<file path="config.mk">
export PLATFORM = sky130hd
export DESIGN_NAME = circle_top
export DESIGN_NICKNAME = d
export VERILOG_FILES = /design/src/source/circle_pkg.sv /design/src/source/circle_top.sv /design/src/source/circle_octants.sv /design/src/source/screen_clear.sv /design/src/source/circle_ctrl.sv
export VERILOG_INCLUDE_DIRS = /design/src /design/src/source
export SDC_FILE = /design/constraint.sdc
export NUM_CORES = 1
export LEC_CHECK = 0
export ABC_AREA = 1
export BUFFER_PORTS_ARGS = -buffer_cell sky130_fd_sc_hd__buf_2
export CELL_PAD_IN_SITES_DETAIL_PLACEMENT = 1
export CELL_PAD_IN_SITES_GLOBAL_PLACEMENT = 2
export CORE_ASPECT_RATIO = 0.9
export CORE_MARGIN = 4
export CORE_UTILIZATION = 30
export DETAILED_ROUTE_END_ITERATION = 10
export PLACE_DENSITY = 0.72
export SKIP_LAST_GASP = 1
export SYNTH_ARGS = -nofsm -noshare
export SYNTH_HDL_FRONTEND = slang
export SYNTH_SLANG_ARGS = --single-unit
</file>
<file path="constraint.sdc">
create_clock -name clk -period 4.45 [get_ports clk]
set_clock_uncertainty 0.1 [all_clocks]
set_input_delay 0.445 -clock clk [delete_from_list [all_inputs] [get_ports clk]]
set_output_delay 0.445 -clock clk [all_outputs]
set_load 0.02 [all_outputs]
</file>
<file path="src/source/circle_settings.svh">
`ifndef CIRCLE_SETTINGS_SVH
`define CIRCLE_SETTINGS_SVH

// ----------------------------------------
// frame buffer geometry
// ----------------------------------------

// visible pixels per line
`define CIRCLE_SCREEN_W 160

// visible lines per frame
`define CIRCLE_SCREEN_H 120

// ----------------------------------------
// coordinate widths on the vga ports
// ----------------------------------------

// x spans 0..255 so radius shares this width
`define CIRCLE_X_W 8
`define CIRCLE_Y_W 7

`endif
</file>
<file path="src/source/circle_pkg.sv">
`default_nettype none

`include "circle_settings.svh"

package circle_pkg;

    // ----------------------------------------
    // pixel as seen by the frame buffer
    // ----------------------------------------
    typedef struct packed {
        logic [`CIRCLE_X_W-1:0] x;
        logic [`CIRCLE_Y_W-1:0] y;
        logic [2:0]             colour;
    } pixel_t;

    // ----------------------------------------
    // drawing request, captured on start
    // ----------------------------------------
    typedef struct packed {
        logic [`CIRCLE_X_W-1:0] centre_x;
        logic [`CIRCLE_Y_W-1:0] centre_y;
        // radius uses the x width, up to 255
        logic [`CIRCLE_X_W-1:0] radius;
        logic [2:0]             colour;
    } circle_req_t;

    // ----------------------------------------
    // phase controller states
    // ----------------------------------------
    typedef enum logic [1:0] {
        state_idle,
        state_clear,
        state_draw,
        state_done
    } ctrl_state_e;

endpackage

`default_nettype wire

</file>
<file path="src/source/circle_top.sv">
`default_nettype none
`timescale 1ns/1ps

`include "circle_settings.svh"

module circle_top (
    input  logic                    clk,
    input  logic                    rst_n,
    input  logic                    start,
    input  logic [2:0]              colour,
    input  logic [`CIRCLE_X_W-1:0]  centre_x,
    input  logic [`CIRCLE_Y_W-1:0]  centre_y,
    input  logic [`CIRCLE_X_W-1:0]  radius,
    output logic                    done,
    output logic [`CIRCLE_X_W-1:0]  vga_x,
    output logic [`CIRCLE_Y_W-1:0]  vga_y,
    output logic [2:0]              vga_colour,
    output logic                    vga_plot
);

    circle_pkg::circle_req_t  req;
    circle_pkg::ctrl_state_e  state;
    logic                     clear_go;
    logic                     clear_end;
    logic                     draw_go;
    logic                     draw_end;

    circle_pkg::pixel_t       clear_pix;
    circle_pkg::pixel_t       draw_pix;
    circle_pkg::pixel_t       out_pix;
    logic                     clear_plot;
    logic                     draw_plot;

    // ----------------------------------------
    // phase controller
    // ----------------------------------------
    circle_ctrl circle_ctrl_i (
        .clk       (clk),
        .rst_n     (rst_n),
        .start     (start),
        .colour    (colour),
        .centre_x  (centre_x),
        .centre_y  (centre_y),
        .radius    (radius),
        .clear_end (clear_end),
        .draw_end  (draw_end),
        .req       (req),
        .state     (state),
        .clear_go  (clear_go),
        .draw_go   (draw_go),
        .done      (done)
    );

    // black sweep of the whole frame
    screen_clear screen_clear_i (
        .clk       (clk),
        .rst_n     (rst_n),
        .clear_go  (clear_go),
        .pix       (clear_pix),
        .plot      (clear_plot),
        .clear_end (clear_end)
    );

    // outline points, already clipped
    circle_octants circle_octants_i (
        .clk      (clk),
        .rst_n    (rst_n),
        .draw_go  (draw_go),
        .req      (req),
        .pix      (draw_pix),
        .plot     (draw_plot),
        .draw_end (draw_end)
    );

    // ----------------------------------------
    // vga port selection
    // ----------------------------------------
    assign out_pix = (state == circle_pkg::state_clear) ? clear_pix : draw_pix;

    assign vga_x      = out_pix.x;
    assign vga_y      = out_pix.y;
    assign vga_colour = out_pix.colour;
    // the two engines never plot in the same cycle
    assign vga_plot   = clear_plot | draw_plot;

endmodule

`default_nettype wire

</file>
<file path="src/source/circle_octants.sv">
`default_nettype none
`timescale 1ns/1ps

`include "circle_settings.svh"

module circle_octants (
    input  logic                     clk,
    input  logic                     rst_n,
    input  logic                     draw_go,
    input  circle_pkg::circle_req_t  req,
    output circle_pkg::pixel_t       pix,
    output logic                     plot,
    output logic                     draw_end
);

    // signed width for centre plus or minus offset, covers -255..510
    localparam int sum_w  = 10;
    // criterion needs a little more headroom than the offsets
    localparam int crit_w = sum_w + 2;

    localparam logic signed [sum_w-1:0] x_limit = sum_w'(`CIRCLE_SCREEN_W);
    localparam logic signed [sum_w-1:0] y_limit = sum_w'(`CIRCLE_SCREEN_H);

    logic                      active;
    logic [2:0]                oct;
    logic signed [sum_w-1:0]   offset_x;
    logic signed [sum_w-1:0]   offset_y;
    logic signed [crit_w-1:0]  crit;

    logic signed [sum_w-1:0]   next_x;
    logic signed [sum_w-1:0]   next_y;
    logic signed [crit_w-1:0]  next_crit;

    logic signed [sum_w-1:0]   cx_s;
    logic signed [sum_w-1:0]   cy_s;
    logic signed [sum_w-1:0]   sum_x;
    logic signed [sum_w-1:0]   sum_y;
    logic                      in_screen;

    // centre zero-extended into the signed sum width
    assign cx_s = sum_w'(req.centre_x);
    assign cy_s = sum_w'(req.centre_y);

    // ----------------------------------------
    // midpoint step
    // ----------------------------------------
    always_comb begin
        next_y = offset_y + 1;
        if (crit <= 0) begin
            // stay on this column
            next_x    = offset_x;
            next_crit = crit + crit_w'(2 * next_y + 1);
        end else begin
            // move one column inwards
            next_x    = offset_x - 1;
            next_crit = crit + crit_w'(2 * (next_y - next_x) + 1);
        end
    end

    // ----------------------------------------
    // octant point selection
    // ----------------------------------------
    always_comb begin
        case (oct)
            3'd0: begin
                sum_x = cx_s + offset_x;
                sum_y = cy_s + offset_y;
            end
            3'd1: begin
                sum_x = cx_s + offset_y;
                sum_y = cy_s + offset_x;
            end
            3'd2: begin
                sum_x = cx_s - offset_x;
                sum_y = cy_s + offset_y;
            end
            3'd3: begin
                sum_x = cx_s - offset_y;
                sum_y = cy_s + offset_x;
            end
            3'd4: begin
                sum_x = cx_s - offset_x;
                sum_y = cy_s - offset_y;
            end
            3'd5: begin
                sum_x = cx_s - offset_y;
                sum_y = cy_s - offset_x;
            end
            3'd6: begin
                sum_x = cx_s + offset_x;
                sum_y = cy_s - offset_y;
            end
            default: begin
                sum_x = cx_s + offset_y;
                sum_y = cy_s - offset_x;
            end
        endcase
    end

    // clip against the visible frame, negatives fail the lower bound
    assign in_screen = (sum_x >= 0) && (sum_x < x_limit) &&
                       (sum_y >= 0) && (sum_y < y_limit);

    always_comb begin
        pix.x      = sum_x[`CIRCLE_X_W-1:0];
        pix.y      = sum_y[`CIRCLE_Y_W-1:0];
        pix.colour = req.colour;
    end

    // clipped points still spend their cycle
    assign plot = active && in_screen;

    // ----------------------------------------
    // sequencing
    // ----------------------------------------
    always_ff @(posedge clk) begin
        if (!rst_n) begin
            active   <= 1'b0;
            oct      <= 3'd0;
            draw_end <= 1'b0;
        end else begin
            draw_end <= 1'b0;
            if (draw_go) begin
                active <= 1'b1;
                oct    <= 3'd0;
            end else if (active) begin
                oct <= oct + 3'd1;
                // loop ends once offset_y passes offset_x
                if (oct == 3'd7 && next_y > next_x) begin
                    active   <= 1'b0;
                    draw_end <= 1'b1;
                end
            end
        end
    end

    // offsets and criterion advance after the eighth octant
    always_ff @(posedge clk) begin
        if (draw_go) begin
            offset_x <= sum_w'(req.radius);
            offset_y <= '0;
            crit     <= crit_w'(1 - int'(req.radius));
        end else if (active && oct == 3'd7) begin
            offset_x <= next_x;
            offset_y <= next_y;
            crit     <= next_crit;
        end
    end

endmodule

`default_nettype wire

</file>
<file path="src/source/screen_clear.sv">
`default_nettype none
`timescale 1ns/1ps

`include "circle_settings.svh"

module screen_clear (
    input  logic                clk,
    input  logic                rst_n,
    input  logic                clear_go,
    output circle_pkg::pixel_t  pix,
    output logic                plot,
    output logic                clear_end
);

    logic                   active;
    logic [`CIRCLE_X_W-1:0] x_cnt;
    logic [`CIRCLE_Y_W-1:0] y_cnt;
    logic                   last_x;
    logic                   last_y;

    // raster edges
    assign last_x = (x_cnt == `CIRCLE_X_W'(`CIRCLE_SCREEN_W - 1));
    assign last_y = (y_cnt == `CIRCLE_Y_W'(`CIRCLE_SCREEN_H - 1));

    // ----------------------------------------
    // raster counters, x fastest then y
    // ----------------------------------------
    always_ff @(posedge clk) begin
        if (!rst_n) begin
            active <= 1'b0;
            x_cnt  <= '0;
            y_cnt  <= '0;
        end else if (clear_go) begin
            active <= 1'b1;
            x_cnt  <= '0;
            y_cnt  <= '0;
        end else if (active) begin
            if (last_x) begin
                x_cnt <= '0;
                if (last_y) begin
                    // bottom right corner was the final pixel
                    active <= 1'b0;
                    y_cnt  <= '0;
                end else begin
                    y_cnt <= y_cnt + 1'b1;
                end
            end else begin
                x_cnt <= x_cnt + 1'b1;
            end
        end
    end

    // one black plot per cycle of the sweep
    always_comb begin
        pix.x      = x_cnt;
        pix.y      = y_cnt;
        pix.colour = 3'd0;
    end

    assign plot      = active;
    assign clear_end = active && last_x && last_y;

endmodule

`default_nettype wire

</file>
<file path="src/source/circle_ctrl.sv">
`default_nettype none
`timescale 1ns/1ps

`include "circle_settings.svh"

module circle_ctrl (
    input  logic                     clk,
    input  logic                     rst_n,
    input  logic                     start,
    input  logic [2:0]               colour,
    input  logic [`CIRCLE_X_W-1:0]   centre_x,
    input  logic [`CIRCLE_Y_W-1:0]   centre_y,
    input  logic [`CIRCLE_X_W-1:0]   radius,
    input  logic                     clear_end,
    input  logic                     draw_end,
    output circle_pkg::circle_req_t  req,
    output circle_pkg::ctrl_state_e  state,
    output logic                     clear_go,
    output logic                     draw_go,
    output logic                     done
);

    // ----------------------------------------
    // phase sequencing
    // ----------------------------------------

    // go strobes are registered one-cycle pulses
    always_ff @(posedge clk) begin
        if (!rst_n) begin
            state    <= circle_pkg::state_idle;
            clear_go <= 1'b0;
            draw_go  <= 1'b0;
        end else begin
            // default low, raised only on a phase change
            clear_go <= 1'b0;
            draw_go  <= 1'b0;
            case (state)
                circle_pkg::state_idle: begin
                    // start is only honoured from idle
                    if (start) begin
                        state    <= circle_pkg::state_clear;
                        clear_go <= 1'b1;
                    end
                end
                circle_pkg::state_clear: begin
                    // sweep finished, launch the octant stepper
                    if (clear_end) begin
                        state   <= circle_pkg::state_draw;
                        draw_go <= 1'b1;
                    end
                end
                circle_pkg::state_draw: begin
                    if (draw_end) begin
                        state <= circle_pkg::state_done;
                    end
                end
                circle_pkg::state_done: begin
                    // hold done as long as start is held
                    if (!start) begin
                        state <= circle_pkg::state_idle;
                    end
                end
                default: begin
                    state <= circle_pkg::state_idle;
                end
            endcase
        end
    end

    // ----------------------------------------
    // request capture
    // ----------------------------------------

    // inputs may change freely once the run has begun
    always_ff @(posedge clk) begin
        if (state == circle_pkg::state_idle && start) begin
            req.centre_x <= centre_x;
            req.centre_y <= centre_y;
            req.radius   <= radius;
            req.colour   <= colour;
        end
    end

    // level done straight from the state register
    assign done = (state == circle_pkg::state_done);

endmodule

`default_nettype wire

</file>
==> flow_summary.yaml <==
run_status:
  status: "finished, final reports clean"
die:
  die_height_um: 154.6
  die_area_um2: 26420
  pin_count: 49
  core_area_um2: 23410
  start_util_pct: 30.61
  die_x_um: 170.9
  placementRows: 53
route:
  drc: 0
  ant_nets: 0
  wl_mm: 24.27
  firstDrtPassIters: 5
  drtIter0Drc: 381
  wl_per_cell_um: 17.77
  vias: 6837
  viasPerCell: 5.005
power:
  vdd_drop_max_v: 0.0002790
  power.switching_w: 0.001041
  p_leak_nw: 3.741
  power_density_nw_per_um2: 325.2
  p_int_w: 0.001658
  power_frac_comb_pct: 34.8
  sw_frac_of_total_pct: 38.58
  p_clk_share_pct: 29.9
  p_seq_share_pct: 35.2
grt:
  antenna_found_initial: 0
  grt_pass1_vias: 6780
  grt_pass1_wl_mm: 38.72
  grt_max_degree: 27
  track_usage_pct: 18.59
  grt_overflow: 0
logic_synthesis:
  syn-num-nets: 1099
  syn_inst: 995
  synth_area_leader_cell: "edfxtp_1"
  ys_seq_area_share_pct: 29.62
  ys_warn_count: 0
  synth-main-ff-cell: "edfxtp_1"
  synth_area_um2: 7164
  ys_types: 54
  yosysTopAreaCellShare_pct: 19.28
  avgSynthCellArea_um2: 7.200
  synth_edf_count: 46
  synth_area_leaders: "edfxtp_1, ha_1, nand2_1"
  synth-seq-cells: 83
  ys_async_sr_fraction_pct: 0
worst_setup_path:
  start_kind: "flop"
  r2r_start: "circle_octants_i.offset_y[2]$_SDFFE_PP0P_"
  crit_arrival_ns: 3.61
  end_kind: "output port"
  startpoint: "circle_octants_i.offset_y[1]$_SDFFE_PP0P_"
  r2r_cells: 25
  cp-endpoint: "vga_plot"
  critPathRequiredTime_ns: 3.90
  ff2ff_setup_slack_ns: 0.44
  path_class: "reg2out"
  rr_endpoint: "circle_octants_i.crit[11]$_DFFE_PP_"
  path_max_fanout: 6
sta:
  rsz0062_at_grt: "yes"
  fin_hold_ws_ns: 0.1528
  finalWorstSetupSlack_ns: 0.2941
  tightest_slew_ns: 1.113
  fin_crit_ns: 4.156
  hold_viol: 0
  fmax_mhz: 240.6
  slew_violations: 0
  maxSlewHeadroom_pct: 25.74
  period_share_pct: 93.39
  setup_viol: 0
  fin_setup_tns_ns: 0
cts:
  clk_latency_ns: 0.36
  cts_buffer_depth: 2
  numCtsBuffers: 9
  cts_sinks: 83
  cts_tree: "built"
  clkTransAtPathRegs_ns: 0.08
  hold_buffers: 0
  h-tree-depth: 3
  cts_root_buf: "clkbuf_16"
final_layout:
  areaGrowthSynthToFinish_pct: 15.86
  design_area_um2: 8300
  post_layout_nonfiller_instances: 1366
  n_antenna_cell: 0
  drive_gt1_share_pct: 14.00
  nNetsFinal: 1163
  fillers: 2985
placement:
  dp.cells: 1338
  dpl_cell_area_um2: 7771
  post-place-ws_ns: 0.2006
  hpwl_mm: 19.46
  io_buffer_count: 48
  gp_congestion: 0.8309
hold_path:
  min_path_type: "in2reg"
flow_run:
  cap_violations: 0
-- worst max-delay path: stages (launching register included) --
cell and delay (ns):
dfxtp_2 0.35, inv_2 0.13, ha_2 0.25, nand2_1 0.08
nor2_1 0.15, nand2_1 0.10, xor2_1 0.23, nand2_1 0.10
o2111ai_1 0.13, o21ai_0 0.14, ha_1 0.35, a21oi_1 0.15
o21ai_0 0.10, a31oi_2 0.27, nand3_1 0.12, nand2_1 0.08
nand2_1 0.05, nor2_1 0.08, nand3_1 0.08, o21bai_2 0.11
buf_2 0.18
-- layout make-up --
class / instances / area (µm²) / share of cell area, %
Multi-Input combinational cell: 754 / 4529 / 54.57
Sequential cell: 83 / 2128 / 25.64
Inverter: 138 / 524.3 / 6.316
Timing Repair Buffer: 73 / 431.7 / 5.200
Tap cell: 302 / 377.9 / 4.552
Clock buffer: 9 / 225.2 / 2.713
Clock inverter: 7 / 83.83 / 1.010
-- through the flow --
step / util, % / power [W]
6_report: 35.46 / 0.002699
2_1_floorplan: - / 0.001597
3_5_place_dp: 33.20 / 0.001903
4_1_cts: 34.61 / 0.002730
3_3_place_gp: 33.20 / 0.001900
5_1_grt: 35.46 / 0.002899
-- layout by cell type (no fill, tap or decap), types with 4 or more instances in the layout --
cell type	n
edfxtp_1	46
fa_1	5
o22ai_1	11
o2111ai_1	7
nand2_1	223
xnor2_1	10
nand3b_1	4
xor2_1	26
nand3_1	63
clkbuf_16	9
o21bai_1	5
o21ai_1	10
nor3_1	15
nor3b_1	4
inv_2	8
nand4_1	11
nor2_2	7
o211ai_1	5
buf_4	24
nand2_2	6
a21oi_1	60
dfxtp_1	34
ha_1	66
a31oi_1	7
or2_2	6
nor2_1	68
buf_2	48
o21ai_0	87
inv_1	125
-- Yosys cell counts (8+ instances only) --
cell,n
nand2_1,225
inv_1,128
o21ai_0,92
ha_1,70
nor2_1,69
nand3_1,63
a21oi_1,61
edfxtp_1,46
dfxtp_1,37
xor2_1,28
nor3_1,16
xnor2_1,13
nand4_1,11
o22ai_1,11
clkbuf_1,10
a31oi_1,8
-- per-layer routing --
metal / vias to the layer above / share of wire (%) / track usage [%]
met2: 113 / 40 / 26.56
met5: - / 0 / 0
met3: 17 / 3.6 / 2.786
met1: 3213 / 55 / 29.44
li1: 3494 / - / -
met4: 0 / 1.1 / 3.697
-- timing repair --
item                                    in CTS  in global routing
resized for setup                            3                 33
pin swaps                                    0                  8
endpoints found under the setup margin       1                  5
setup buffers                                0                 12
-- sequential cells by signal, summed over array words and instances, names as in the netlist --
| name | cells |
|---|---|
| circle_octants_i.oct | 3 |
| circle_octants_i.offset_x | 10 |
| screen_clear_i.plot | 1 |
| circle_ctrl_i.state | 2 |
| circle_octants_i.draw_end | 1 |
| screen_clear_i.y_cnt | 7 |
| circle_octants_i.crit | 12 |
| circle_ctrl_i.draw_go | 1 |
| circle_octants_i.offset_y | 10 |
| screen_clear_i.x_cnt | 8 |
| circle_ctrl_i.clear_go | 1 |
| circle_ctrl_i.req | 26 |
| circle_octants_i.active | 1 |
-- cells by family (layout without fill, tap and decap cells) --
family	count (synthesis)	in the layout	share of synthesized area (%)
XOR/XNOR	41	41	5.012
flip-flops	83	83	29.62
AO/OA/AOI/OAI	215	215	17.05
buffers and inverters	158	227	8.767
AND/OR/NAND/NOR	423	423	25.93
adder cells (fa/ha/maj)	75	75	13.62
-- how the worst min path moves through the flow --
stage,startpoint,endpoint,depth (start not counted),slack (ns)
global placement,circle_ctrl_i.clear_go$_SDFF_PN0_,screen_clear_i.plot$_SDFF_PN0_,2,0.35
detailed placement,circle_ctrl_i.clear_go$_SDFF_PN0_,screen_clear_i.plot$_SDFF_PN0_,2,0.36
CTS,radius[7],circle_ctrl_i.req[10]$_DFFE_PP_,1,0.14
floorplan,circle_ctrl_i.clear_go$_SDFF_PN0_,screen_clear_i.plot$_SDFF_PN0_,2,0.34
global route,radius[7],circle_ctrl_i.req[10]$_DFFE_PP_,1,0.14
finish,radius[7],circle_ctrl_i.req[10]$_DFFE_PP_,1,0.15
-- power by group through the flow --
| stage | logic (W) | registers (W) | clock network (W) |
|---|---|---|---|
| after CTS | 0.000942 | 0.000952 | 0.000836 |
| after global routing | 0.00107 | 0.000960 | 0.000870 |
| after global placement | 0.000933 | 0.000967 | 0 |
| final | 0.000940 | 0.000951 | 0.000808 |
| after detailed placement | 0.000934 | 0.000969 | 0 |
| after floorplan | 0.000657 | 0.000940 | 0 |
(Power assumes the default switching activity.)
